===== src/logic/cft_flag_pkg.sv =====
// Shared flag constants; the byte layout assumes bus bits 15..8 map to byte bits 7..0
package cft_flag_pkg;

   ////////////////////////////////////////////////////////////
   // Flag byte layout
   ////////////////////////////////////////////////////////////

   // Bit positions within the flag byte, same on IBUS[15:8] and the front panel
   // Bit 6 is reserved and reads zero, bits 1 and 0 are unused
   localparam int FLAG_BIT_FI = 7;
   localparam int FLAG_BIT_FV = 5;
   localparam int FLAG_BIT_FL = 4;
   localparam int FLAG_BIT_FZ = 3;
   localparam int FLAG_BIT_FN = 2;

   ////////////////////////////////////////////////////////////
   // Register file addresses
   ////////////////////////////////////////////////////////////

   // Both addresses sit in the 01xxx block of the register map
   // Address 13 used to select the MBP copy, here it aliases the flags
   localparam logic [4:0] ADDR_MBP_FLAGS = 5'd13;
   localparam logic [4:0] ADDR_FLAGS     = 5'd14;

   ////////////////////////////////////////////////////////////
   // ALU operations
   ////////////////////////////////////////////////////////////

   // Arithmetic ops touch all four ALU flags
   // Logic ops touch only N and Z
   // CPL and CLL act on the link and pass operand a through
   typedef enum logic [2:0] {
      ADD = 3'd0,
      SUB = 3'd1,
      AND = 3'd2,
      OR  = 3'd3,
      XOR = 3'd4,
      NOT = 3'd5,
      CPL = 3'd6,
      CLL = 3'd7
   } alu_op_t;

endpackage


===== src/logic/flag_bus_if.sv =====
// Flag values plus update strobes; strobes are single-cycle levels with no handshake
interface flag_bus_if;

   // Flag values, all active high
   logic fn;
   logic fz;
   logic fl;
   logic fv;
   logic fi;

   // Update strobes, sampled at the clk4 edge
   logic upd_nz;
   logic upd_lv;

   // Producer side drives everything
   modport src (
      output fn, fz, fl, fv, fi,
      output upd_nz, upd_lv
   );

   // Register side takes values and strobes
   modport sink (
      input fn, fz, fl, fv, fi,
      input upd_nz, upd_lv
   );

   // Read-only view of the settled flags
   modport view (
      input fn, fz, fl, fv, fi
   );

endinterface


===== src/logic/alu_flags.sv =====
// Pure combinational ALU; flag strobes are only valid while alu_strobe is high
module alu_flags #(
   parameter int DATA_WIDTH = 16
) (
   input  logic [DATA_WIDTH-1:0] a,
   input  logic [DATA_WIDTH-1:0] b,
   input  cft_flag_pkg::alu_op_t op,
   input  logic                  alu_strobe,
   input  logic                  fl_in,
   input  logic                  fv_in,
   output logic [DATA_WIDTH-1:0] result,
   flag_bus_if.src               flags
);
   import cft_flag_pkg::*;

   localparam int MSB = DATA_WIDTH - 1;

   logic [DATA_WIDTH-1:0] addend;
   logic                  carry_in;
   logic [DATA_WIDTH:0]   sum;
   logic                  overflow;
   logic                  arith_op;
   logic                  link_op;
   logic                  l_next;
   logic                  v_next;

   ////////////////////////////////////////////////////////////
   // Adder
   ////////////////////////////////////////////////////////////

   // SUB is a + ~b + 1, so the link holds carry out, not borrow
   assign addend   = (op == SUB) ? ~b : b;
   assign carry_in = (op == SUB);

   // One extra bit on top catches the carry
   assign sum = {1'b0, a} + {1'b0, addend} + {{DATA_WIDTH{1'b0}}, carry_in};

   // Signed overflow when both adder inputs agree in sign and the sum does not
   assign overflow = (a[MSB] == addend[MSB]) && (sum[MSB] != a[MSB]);

   ////////////////////////////////////////////////////////////
   // Result and next L, V
   ////////////////////////////////////////////////////////////

   always_comb begin
      // Defaults: pass a, hold the current link and overflow
      result = a;
      l_next = fl_in;
      v_next = fv_in;
      case (op)
         ADD, SUB: begin
            result = sum[MSB:0];
            l_next = sum[DATA_WIDTH];
            v_next = overflow;
         end
         AND: result = a & b;
         OR:  result = a | b;
         XOR: result = a ^ b;
         NOT: result = ~a;
         // Link ops keep V as it was
         CPL: l_next = ~fl_in;
         CLL: l_next = 1'b0;
      endcase
   end

   ////////////////////////////////////////////////////////////
   // Flag outputs and strobes
   ////////////////////////////////////////////////////////////

   assign arith_op = (op == ADD) || (op == SUB);
   assign link_op  = (op == CPL) || (op == CLL);

   // N and Z follow the result for every operation
   assign flags.fn = result[MSB];
   assign flags.fz = (result == '0);

   assign flags.fl = l_next;
   assign flags.fv = v_next;

   // Every committed op updates N and Z
   assign flags.upd_nz = alu_strobe;
   // L and V only for arithmetic and link ops
   assign flags.upd_lv = alu_strobe & (arith_op | link_op);

endmodule


===== src/logic/flag_register.sv =====
// Flags load on clk4 edges; a bus write (nflagwe low) overrides an ALU commit in the same cycle
module flag_register (
   input  logic       clk4,
   input  logic       rst_n,
   flag_bus_if.sink   alu_in,
   input  logic       nflagwe,
   input  logic [7:0] wdata,
   flag_bus_if.src    flags
);
   import cft_flag_pkg::*;

   // Held flag state
   logic fn_q;
   logic fz_q;
   logic fl_q;
   logic fv_q;
   logic fi_q;

   ////////////////////////////////////////////////////////////
   // Flag state
   ////////////////////////////////////////////////////////////

   always_ff @(posedge clk4) begin
      if (!rst_n) begin
         fn_q <= 1'b0;
         fz_q <= 1'b0;
         fl_q <= 1'b0;
         fv_q <= 1'b0;
         fi_q <= 1'b0;
      end else begin
         // ALU commit, N and Z
         if (alu_in.upd_nz) begin
            fn_q <= alu_in.fn;
            fz_q <= alu_in.fz;
         end

         // ALU commit, L and V
         if (alu_in.upd_lv) begin
            fl_q <= alu_in.fl;
            fv_q <= alu_in.fv;
         end

         // Bus write comes last so it wins over the ALU
         // N and Z have no bus path
         if (!nflagwe) begin
            fi_q <= wdata[FLAG_BIT_FI];
            fv_q <= wdata[FLAG_BIT_FV];
            fl_q <= wdata[FLAG_BIT_FL];
         end
      end
   end

   ////////////////////////////////////////////////////////////
   // Outputs
   ////////////////////////////////////////////////////////////

   assign flags.fn = fn_q;
   assign flags.fz = fz_q;
   assign flags.fl = fl_q;
   assign flags.fv = fv_q;
   assign flags.fi = fi_q;

endmodule


===== src/logic/flag_unit.sv =====
// Strobes are combinational from the addresses; outputs read zero when disabled, no tri-state
module flag_unit (
   input  logic [4:0] waddr,
   input  logic [4:0] raddr,
   input  logic       nfpflags,
   flag_bus_if.view   flags,
   output logic [7:0] ibus_flags,
   output logic       nflagoe,
   output logic       nflagwe,
   output logic [7:0] fpd
);
   import cft_flag_pkg::*;

   logic [7:0] wy;
   logic [7:0] ry;
   logic [7:0] flag_byte;

   // '138 style decoder with active-low outputs
   // Enabled only for the 01xxx address block
   function automatic logic [7:0] decode_138(input logic [4:0] addr);
      logic [7:0] y;
      y = 8'hff;
      if (addr[4:3] == ADDR_FLAGS[4:3]) begin
         y[addr[2:0]] = 1'b0;
      end
      return y;
   endfunction

   ////////////////////////////////////////////////////////////
   // Address decode
   ////////////////////////////////////////////////////////////

   assign wy = decode_138(waddr);
   assign ry = decode_138(raddr);

   // Either the MBP alias or the flags proper selects the register
   assign nflagwe = wy[ADDR_MBP_FLAGS[2:0]] & wy[ADDR_FLAGS[2:0]];
   assign nflagoe = ry[ADDR_MBP_FLAGS[2:0]] & ry[ADDR_FLAGS[2:0]];

   ////////////////////////////////////////////////////////////
   // Flag byte
   ////////////////////////////////////////////////////////////

   always_comb begin
      // Reserved and unused bits stay zero
      flag_byte = 8'h00;
      flag_byte[FLAG_BIT_FI] = flags.fi;
      flag_byte[FLAG_BIT_FV] = flags.fv;
      flag_byte[FLAG_BIT_FL] = flags.fl;
      flag_byte[FLAG_BIT_FZ] = flags.fz;
      flag_byte[FLAG_BIT_FN] = flags.fn;
   end

   // Internal bus upper half, only during a flag read
   assign ibus_flags = nflagoe ? 8'h00 : flag_byte;

   // Front panel lights, same layout as the bus byte
   assign fpd = nfpflags ? 8'h00 : flag_byte;

endmodule


===== src/logic/flag_subsystem.sv =====
// Flag section top level; only IBUS[15:8] is used, the low bus byte is not part of flags
module flag_subsystem #(
   parameter int DATA_WIDTH = 16
) (
   input  logic                  clk4,
   input  logic                  rst_n,
   input  logic [DATA_WIDTH-1:0] a,
   input  logic [DATA_WIDTH-1:0] b,
   input  cft_flag_pkg::alu_op_t alu_op,
   input  logic                  alu_strobe,
   input  logic [4:0]            waddr,
   input  logic [4:0]            raddr,
   input  logic [15:0]           ibus_in,
   input  logic                  nfpflags,
   output logic [DATA_WIDTH-1:0] result,
   output logic [7:0]            ibus_flags,
   output logic                  nflagoe,
   output logic                  nflagwe,
   output logic [7:0]            fpd
);

   ////////////////////////////////////////////////////////////
   // Internal flag buses
   ////////////////////////////////////////////////////////////

   // ALU to register: candidate flags and strobes
   flag_bus_if alu_bus ();
   // Register to flag unit: held flags
   flag_bus_if flag_bus ();

   ////////////////////////////////////////////////////////////
   // Blocks
   ////////////////////////////////////////////////////////////

   // Link and overflow feed back for CPL, CLL and logic ops
   alu_flags #(
      .DATA_WIDTH (DATA_WIDTH)
   ) alu_i (
      .a          (a),
      .b          (b),
      .op         (alu_op),
      .alu_strobe (alu_strobe),
      .fl_in      (flag_bus.fl),
      .fv_in      (flag_bus.fv),
      .result     (result),
      .flags      (alu_bus)
   );

   // Write data is the upper bus byte
   flag_register reg_i (
      .clk4    (clk4),
      .rst_n   (rst_n),
      .alu_in  (alu_bus),
      .nflagwe (nflagwe),
      .wdata   (ibus_in[15:8]),
      .flags   (flag_bus)
   );

   flag_unit unit_i (
      .waddr      (waddr),
      .raddr      (raddr),
      .nfpflags   (nfpflags),
      .flags      (flag_bus),
      .ibus_flags (ibus_flags),
      .nflagoe    (nflagoe),
      .nflagwe    (nflagwe),
      .fpd        (fpd)
   );

endmodule


===== config.mk =====
export PLATFORM = sky130hd
export DESIGN_NAME = flag_subsystem
export DESIGN_NICKNAME = d
export VERILOG_FILES = /design/src/logic/cft_flag_pkg.sv /design/src/logic/flag_bus_if.sv /design/src/logic/alu_flags.sv /design/src/logic/flag_register.sv /design/src/logic/flag_unit.sv /design/src/logic/flag_subsystem.sv
export SDC_FILE = /design/constraint.sdc
export NUM_CORES = 1
export LEC_CHECK = 0
export BUFFER_PORTS_ARGS = -buffer_cell sky130_fd_sc_hd__buf_2
export CAP_MARGIN = 20
export CELL_PAD_IN_SITES_DETAIL_PLACEMENT = 0
export CELL_PAD_IN_SITES_GLOBAL_PLACEMENT = 2
export CORE_UTILIZATION = 27
export CTS_CLUSTER_DIAMETER = 60
export DETAILED_ROUTE_END_ITERATION = 6
export PLACE_DENSITY = 0.86
export SYNTH_ARGS = -nofsm -noshare
export SYNTH_HDL_FRONTEND = slang
export SYNTH_SLANG_ARGS = --single-unit

===== constraint.sdc =====
create_clock -name clk4 -period 4.6 [get_ports clk4]
set_clock_uncertainty 0.05 [all_clocks]
set_input_delay 0.46 -clock clk4 [delete_from_list [all_inputs] [get_ports clk4]]
set_output_delay 0.46 -clock clk4 [all_outputs]
set_load 0.01 [all_outputs]

; After elaboration in Yosys (flattened, before gate mapping)
; Cells that the tools add are included.
[totals]
ff_bits = 5
in_bits = 65
out_inout_bits = 34
elab_cells = 63
[classes]
n_addsub = 2
magnitude_cmp = 4
reduce_logical = 10
eq_ne = 14
muxes = 16
bitwise_logic = 12
[ops]
columns = cell, count
row1 = $pmux W16 S5, 1
row2 = $not A16 Y16, 2
row3 = $add A16 B16 Y17, 1
row4 = $add A17 B1 Y17, 1
row5 = $and A16 B16 Y16, 1
row6 = $logic_not A16 Y1, 1
row7 = $mux W16, 1
row8 = $mux W8, 2
row9 = $or A16 B16 Y16, 1
row10 = $xor A16 B16 Y16, 1
row11 = $mux W7, 2
row12 = $not A7 Y7, 2
row13 = $eq A3 B3 Y1 const B, 4
row14 = $lt A3 B4 Y1 const B, 2
row15 = $mux W1, 7
row16 = $demux W1 S3, 2
row17 = $eq A3 B2 Y1 const B, 2
row18 = $ge A3 B1 Y1 const B, 2
row19 = $eq A2 B1 Y1 const B, 2
row20 = $ne A2 B2 Y1 const B, 2
row21 = $ne A4 B4 Y1 const B, 1
row22 = $reduce_and A2 Y1, 2
row23 = $and A1 B1 Y1, 3
row24 = $eq A3 B1 Y1 const B, 1
row25 = 9 further kinds, 12

; Logic depth before layout (Yosys ltp)
; Gate-level depths: netlist (run 1).
[depth]
word_depth = 9
ltp_mapped = 15
ltp_nobuf = 12

; Modules after synthesis
; Synthesis (run 1) repeated with hierarchy kept, for this count alone.
[unflattened]
cells_unflattened = 400
hier_area_um2 = 2806.4
[by_module_without_submodules]
columns = mod, instances, cells_per_inst, area_each_um2, seq_area_each_um2
row1 = alu_flags, 1, 358, 2438.6, 0.0
row2 = flag_register, 1, 20, 207.7, 100.1
row3 = flag_unit, 1, 22, 160.2, 0.0

; Least setup slack after synthesis (run 1)
; No wires, ideal clock.
[synth_timing]
path_type = input to output
startpoint = input alu_op[0]
endpoint = output result[14]
n_path_buf = 2
t_arrival_ns = 3.534
required_ns = 4.090
path_slack_ns = 0.556
path_stages = 12
path_cell_list = inv_1 > clkbuf_1 > nor3_1 > buf_2 > xnor2_1 > ha_1 > and3_1 > a221oi_1 > or3b_2 > a31oi_1 > nor3_1 > nor3_1
[synth_between]
elab_chain_cells = 5
word_cells_on_any_way = 11
classes_between = add/sub (2) / eq/ne (5) / mux (2) / reduce/logical (2)
[synth_lines]
columns = element, line
row1 = from (decl), flag_subsystem.sv:9  ; input cft_flag_pkg::alu_op_t alu_op,
row2 = $eq A3 B1 Y1, "alu_flags.sv:32, alu_flags.sv:33, alu_flags.sv:50"
row3 = $mux W16, alu_flags.sv:32  ; assign addend = (op == SUB) ? ~b : b;
row4 = $add A16 B16 Y17, alu_flags.sv:36  ; assign sum = {1'b0, a} + {1'b0, addend} + {{DATA_WIDTH{1'b0}}, carry_in};
row5 = $add A17 B1 Y17, alu_flags.sv:36
row6 = $pmux W16 S5 *, alu_flags.sv:50  ; case (op)
row7 = to (decl), flag_subsystem.sv:15  ; output logic [DATA_WIDTH-1:0] result,
; Mark *: on every way between the ends. The rest lies on a longest branch, timed or not.

; Worst setup path in the final report (run 1)
[layout_timing]
startpoint = input alu_op[2]
endpoint = output result[12]
; Same word-level chain as after synthesis.

==> summary.md, run 1 <==
| Metric | Value |
|---|---|
| GR met1 Demand/Resource | 0.206 |
| ANT nets after route | 0 |
| CTS max path bufs | 2 |
| Ratio of final minimum period to clock period | 0.855 |
| DR WL/cell | 13.7 um |
| Crit path largest cell delay | 0.44 ns |
| Post-synth cell types | 54 |
| N_diodes | 0 |
| R2r startpoint | reg_i.flags.fl |
| H-Tree Depth | 1 |
| P_sw | 243 uW |
| Clock transition at path regs | 0.03 ns |
| Clk_lat worst skew | 0.21 ns |
| Initial Utilization | 0.283 |
| Vert. Die Dim | 104 um |
| CP startpoint | alu_op[2] |
| Final WL | 8240 um |
| Crit path time final | 3.93 ns |
| Utilization after layout | 0.338 |
| Vias | 2977 |
| Fmax | 254 MHz |
| Mapped Cells | 398 |
| Hold Startpoint | reg_i.flags.fz |
| Slew HR | 0.640 |
| Clk pwr share | 0.154 |
| Worst Path Arrival | 3.42 ns |
| Cell Rows | 36 |
| Cell mode on critical path | buf_2 |
| Detailed placement HPWL | 6670 um |
| Ports | 99 |
| Port-buffer cells | 79 |
| Flops & latches, synth | 5 |
| Vias in the first global route | 3001 |
| Vias per Instance | 4.96 |
| Buf/Inv on CP | 3 |
| Worst path slowest cell | fa_1 |
| HP Class | register to register |
| Residual DRC count | 0 |
| Remaining global-route overflow | 0 |
| EDFF count, synth | 0 |
| Final setup fails | 0 |
| Seq pwr share | 0.093 |
| Crit path kind | input pin to output port |
| Maximum vdd drop | 0.0789 mV |
| Post-CTS Setup Bufs | 0 |
| Max Slew Vio Count | 0 |
| Total Nets Final | 586 |
| Fin. Hold Viols | 0 |
| Synth area leaders | ha_1 23%, xnor2_1 5.9%, inv_1 5.8% |
| Worst path top cell family by delay | simple AND/OR/NAND/NOR gates |
| Main synth FF type | dfxtp_1 |
| Commonest non-fill, non-tap cell in the layout | buf_2 |
| Tot GR Track Use | 0.157 |
| Avg Cell Area, Syn | 7.05 um^2 |
| Setup TNS | 0 ns |
| GRT Max-Usage Layer | met2 |
| GPL Wtd Cong | 0.830 |
| Post-synthesis sequential area ratio | 0.0357 |
| Placed inst area | 3310 um^2 |
| Initial antenna violation count | 0 |
| Post-synth ARST share | 0 |
| # hold bufs at CTS | 0 |
| Synth area leader | ha_1 |
| Total CTS buffers | 3 |
| Logic pwr share | 0.753 |
| Worst-margin pin slew | 0.538 ns |
| Status | finished clean |
| MaxCap Viol Count | 0 |
| CP required | 4.09 ns |
| Int Pwr | 264 uW |
| RSZ-0062 raised after global routing | no |
| R2R Setup Slk | 3.66 ns |
| Syn Std Cell Area | 2800 um^2 |
| Pwr/cell area | 151 nW/um^2 |
| CTS root buffer | clkbuf_8 |
| Total power draw | 507 uW |
| Share of cells above drive strength 1 | 0.210 |
| Post-CTS Resized | 0 |
| DIE AREA | 10800 um^2 |
| Leading cell types in the layout, fill and taps excluded | 79 x buf_2, 52 x ha_1, 43 x inv_1 |
| Post-route cell area | 3350 um^2 |
| Routing usage on met2 | 0.286 |
| Core box area | 9910 um^2 |
| Largest net degree at the start of global routing | 48 |
| CP Launch Type | input pin |
| Crit-path max FO | 13 |
| Routing usage on met3 | 0.0150 |
| Sw frac | 0.479 |
| Leakage power | 1.65 nW |
| Hold Slack | 0.436 ns |
| Cell chain of the critical path | buf_2 > nor3_2 > buf_4 > xnor2_1 > fa_1 > a21o_1 > a31oi_1 > a21oi_1 > or3_1 > and4_1 > nor3_1 > buf_2 |
| Die Width | 104 um |
| Clk sinks | 5 |
| CTS tree | done |
| Router iterations before antenna repair | 4 |
| Post-synth top area share | 0.232 |
| Starting DRT DRC Count | 147 |
| YS warnings | 0 |
| CP Capture Type | output port |
| Area Overhead vs Synth | 19.5% |
| First-pass GRT wire length | 14300 um |
-- worst register-to-register path, cell delays in order (launching register included) --
cell and delay, ns:
dfxtp_1 0.32, nor4_1 0.28, a21oi_1 0.07, a31oi_1 0.16
-- through the flow --
stage | worst slack [ns] | instances
6_report | 0.667 | 600
5_1_grt | 0.507 | 600
4_1_cts | 0.684 | 600
3_5_place_dp | 0.704 | 596
3_3_place_gp | 0.753 | 596
2_1_floorplan | 0.556 | 403
-- routing by layer --
metal / vias to the layer above / part of all wire
met3: 2 / 0.044
met5: - / 0
li1: 1541 / -
met4: 0 / 0.0016
met2: 72 / 0.48
met1: 1362 / 0.48
-- final timing paths --
| path | endpoint | depth (start not counted) |
|---|---|---|
| worst max-delay path | result[12] | 12 |
| worst min-delay path | reg_i.flags.fz | 2 |
| worst max register to register | reg_i.flags.fl | 3 |
| worst min register to register | reg_i.flags.fz | 2 |
-- logic make-up (layout without fill, tap and decap cells) --
group | Yosys count | count (layout) | share of synthesized area
adder cells (fa/ha/maj) | 53 | 53 | 0.239
flip-flops | 5 | 5 | 0.0357
multiplexers | 8 | 8 | 0.0286
buffers and inverters | 69 | 133 | 0.106
XOR/XNOR | 26 | 26 | 0.0812
other | 1 | 6 | 0.00134
AO/OA/AOI/OAI | 116 | 116 | 0.282
AND/OR/NAND/NOR | 120 | 120 | 0.227
-- power groups by stage --
stage	registers [mW]	clock network [mW]	logic (mW)
3_3_place_gp	0.0477	0	0.377
2_1_floorplan	0.0472	0	0.270
5_1_grt	0.0473	0.0857	0.434
6_report	0.0470	0.0783	0.382
3_5_place_dp	0.0477	0	0.382
4_1_cts	0.0471	0.0807	0.384
-- registers in the layout, summed over array words and instances, names as in the netlist --
name	flops
reg_i.flags.fi	1
reg_i.flags.fl	1
reg_i.flags.fn	1
reg_i.flags.fv	1
reg_i.flags.fz	1
-- layout make-up --
cell class / count / area [um^2]
clock buffer: 4 / 45.0
inverter: 43 / 161
fill: 1090 / 6560
sequential: 5 / 100
tap: 133 / 166
timing repair buffer: 86 / 448
multi-input combinational: 329 / 2430
-- cells in the mapped netlist, drive strengths merged (2+ instances only) --
master	instances
dfxtp	5
o31ai	5
xnor2	19
o211ai	5
nand3b	2
o21ai	33
nor3	10
a221oi	2
nor3b	5
nor4	3
and2	5
o221ai	5
ha	52
nor2b	19
a211oi	9
xor2	7
and3	3
or3	3
inv	43
nand2	35
nor2	17
o22ai	11
nand2b	3
mux2i	8
nand3	6
a41oi	3
a21o	10
a31oi	6
and4	2
a2111oi	2
clkbuf	10
buf	16
nand4b	2
a21oi	18
(Power assumes the default switching activity.)
==> inputs of run 2 (changes only) <==
Settings changed: ABC_AREA set to 1, CORE_UTILIZATION 27 to 26, PLACE_DENSITY 0.86 to 0.87.
==> summary.md, run 2 <==
| Metric | Value |
|---|---|
| Status | finished clean |
| Worst-margin pin slew | 0.916 ns |
| Post-synth top area share | 0.230 |
| Vert. Die Dim | 106 um |
| Synth area leader | ha_1 |
| Clock transition at path regs | 0.04 ns |
| Cell mode on critical path | nand2_1 |
| Crit path time final | 3.54 ns |
| Ports | 99 |
| Router iterations before antenna repair | 4 |
| # hold bufs at CTS | 0 |
| HP Class | register to register |
| Vias in the first global route | 2999 |
| Core box area | 10400 um^2 |
| Worst path slowest cell | ha_1 |
| Post-CTS Resized | 0 |
| Worst R2R Path Depth | 7 |
| Top cells by count, synth | 111 x nand2_1, 84 x inv_1, 52 x ha_1 |
| Leakage power | 1.91 nW |
| Post-CTS Setup Bufs | 0 |
| Crit-path max FO | 17 |
| Commonest non-fill, non-tap cell in the layout | nand2_1 |
| Hold EP | reg_i.flags.fz |
| Fmax | 283 MHz |
| Maximum vdd drop | 0.0728 mV |
| Sw frac | 0.515 |
| Die Width | 106 um |
| Cell Rows | 37 |
| Residual DRC count | 0 |
| Logic pwr share | 0.747 |
| N_diodes | 0 |
| Hold Slack | 0.426 ns |
| Final setup fails | 0 |
| Cell chain of the critical path | buf_2 > inv_2 > nand3_4 > xor2_1 > ha_1 > a21oi_1 > nor2_1 > nor2_1 > nand2_1 > nand2_1 > nand2_1 > nand2_1 > nand3_1 > a21oi_1 > buf_2 |
| Int Pwr | 243 uW |
| P_sw | 258 uW |
| Starting DRT DRC Count | 160 |
| Crit path kind | input pin to output port |
| Most common cell in the netlist | nand2_1 |
| Post-synth cell types | 40 |
| Seq pwr share | 0.093 |
| Avg Cell Area, Syn | 5.85 um^2 |
| Remaining global-route overflow | 0 |
| Clk sinks | 5 |
| H-Tree Depth | 1 |
| Vias | 3186 |
| GPL Wtd Cong | 0.845 |
| First-pass GRT wire length | 14700 um |
| Reg2reg end | reg_i.flags.fl |
| CTS root buffer | clkbuf_8 |
| Multi-input logic area | 2300 um^2 |
| Sequential cell area | 100 um^2 |
| Vias per Instance | 4.61 |
| CTS max path bufs | 2 |
| Post-synth ARST share | 0 |
| Utilization after layout | 0.321 |
| Worst hold stages | 2 |
| Tot GR Track Use | 0.161 |
| CP required | 4.09 ns |
| Setup TNS | 0 ns |
| DR WL/cell | 13.1 um |
| EDFF count, synth | 0 |
| Detailed placement HPWL | 7340 um |
| Hold Startpoint | reg_i.flags.fz |
| CTS tree | done |
| Pwr/cell area | 150 nW/um^2 |
| Worst Path Arrival | 3.03 ns |
| Max Slew Vio Count | 0 |
| Crit path largest cell delay | 0.36 ns |
| Post-synthesis sequential area ratio | 0.0354 |
| R2R Setup Slk | 3.53 ns |
| Fin. Hold Viols | 0 |
| Share of cells above drive strength 1 | 0.182 |
| DIE AREA | 11300 um^2 |
| RSZ-0062 raised after global routing | no |
| Ratio of final minimum period to clock period | 0.769 |
| Final WL | 9060 um |
| YS warnings | 0 |
| Leading cell types in the layout, fill and taps excluded | 111 x nand2_1, 84 x inv_1, 79 x buf_2 |
| Largest net degree at the start of global routing | 18 |
| Total CTS buffers | 3 |
| Flops & latches, synth | 5 |
| Synth area leaders | ha_1 23%, nand2_1 15%, inv_1 11% |
| Clk pwr share | 0.160 |
| CP Capture Type | output port |
| Slew HR | 0.389 |
| Area Overhead vs Synth | 18.4% |
| Layout fillers | 1209 |
| Initial Utilization | 0.271 |
| Total Nets Final | 674 |
| Initial antenna violation count | 0 |
| Main synth FF type | dfxtp_1 |
| ANT nets after route | 0 |
| MaxCap Viol Count | 0 |
| R2r startpoint | reg_i.flags.fl |
| Mapped Cells | 483 |
| CP Launch Type | input pin |
| Syn Std Cell Area | 2830 um^2 |
| Clk_lat worst skew | 0.22 ns |
| Port-buffer cells | 79 |
==> run 2: logic make-up (layout without fill, tap and decap cells) <==
| kind of cell | count (synthesis) | after routing | share of synthesized area |
|---|---|---|---|
| xor+xnor | 18 | 18 | 0.0558 |
| simple gates | 230 | 230 | 0.361 |
| compound gates | 72 | 72 | 0.153 |
| fa+ha+maj | 53 | 53 | 0.237 |
| buf+inv | 104 | 171 | 0.156 |
| other cells | 1 | 6 | 0.00133 |
| flops | 5 | 5 | 0.0354 |
==> run 2: critical path, delay by kind of cell <==
family	cells	cell delay, ns
XOR/XNOR	1	0.25
AND/OR/NAND/NOR	8	0.89
AO/OA/AOI/OAI	2	0.62
adder cells (fa/ha/maj)	1	0.36
buffers and inverters	3	0.44
==> run 2: through the flow <==
step	setup WS (ns)	area, um^2	total power [mW]	std cells
after floorplan	1.69	2850	0.307	488
after global placement	1.07	3300	0.417	687
after detailed placement	1.07	3300	0.423	687
after CTS	1.05	3350	0.505	691
after global routing	0.819	3350	0.561	691
final	1.06	3350	0.500	691
==> run 2: final cells by class <==
class	instances	share of cell area
Clock buffer	4	0.0135
Inverter	88	0.0987
Multi-Input combinational cell	379	0.689
Sequential cell	5	0.0299
Tap cell	136	0.0509
Timing Repair Buffer	79	0.118
==> run 2: worst max path at each step <==
stage / start / to / slack [ns]
floorplan: alu_op[1] / result[15] / 1.69
global placement: alu_op[2] / result[13] / 1.07
detailed placement: alu_op[2] / result[13] / 1.07
CTS: alu_op[2] / result[13] / 1.05
global route: alu_op[2] / result[13] / 0.82
finish: alu_op[2] / result[13] / 1.06
==> run 2: power groups by stage <==
stage	sequential, mW	combinational, mW	clock [mW]
floorplan	0.0471	0.260	0
global placement	0.0473	0.370	0
detailed placement	0.0474	0.375	0
CTS	0.0468	0.377	0.0814
global route	0.0471	0.429	0.0848
finish	0.0467	0.374	0.0801
==> run 2: layer usage <==
layer  GRT usage  routed length (um)  up-vias  part of all wire
met5           0                   0        -                 0
met4      0.0169                   9        0           0.00099
met3     0.00858                 263        2             0.029
met2       0.291                4470       54              0.49
met1       0.215                4320     1433              0.48
li1            -                   -     1697                 -
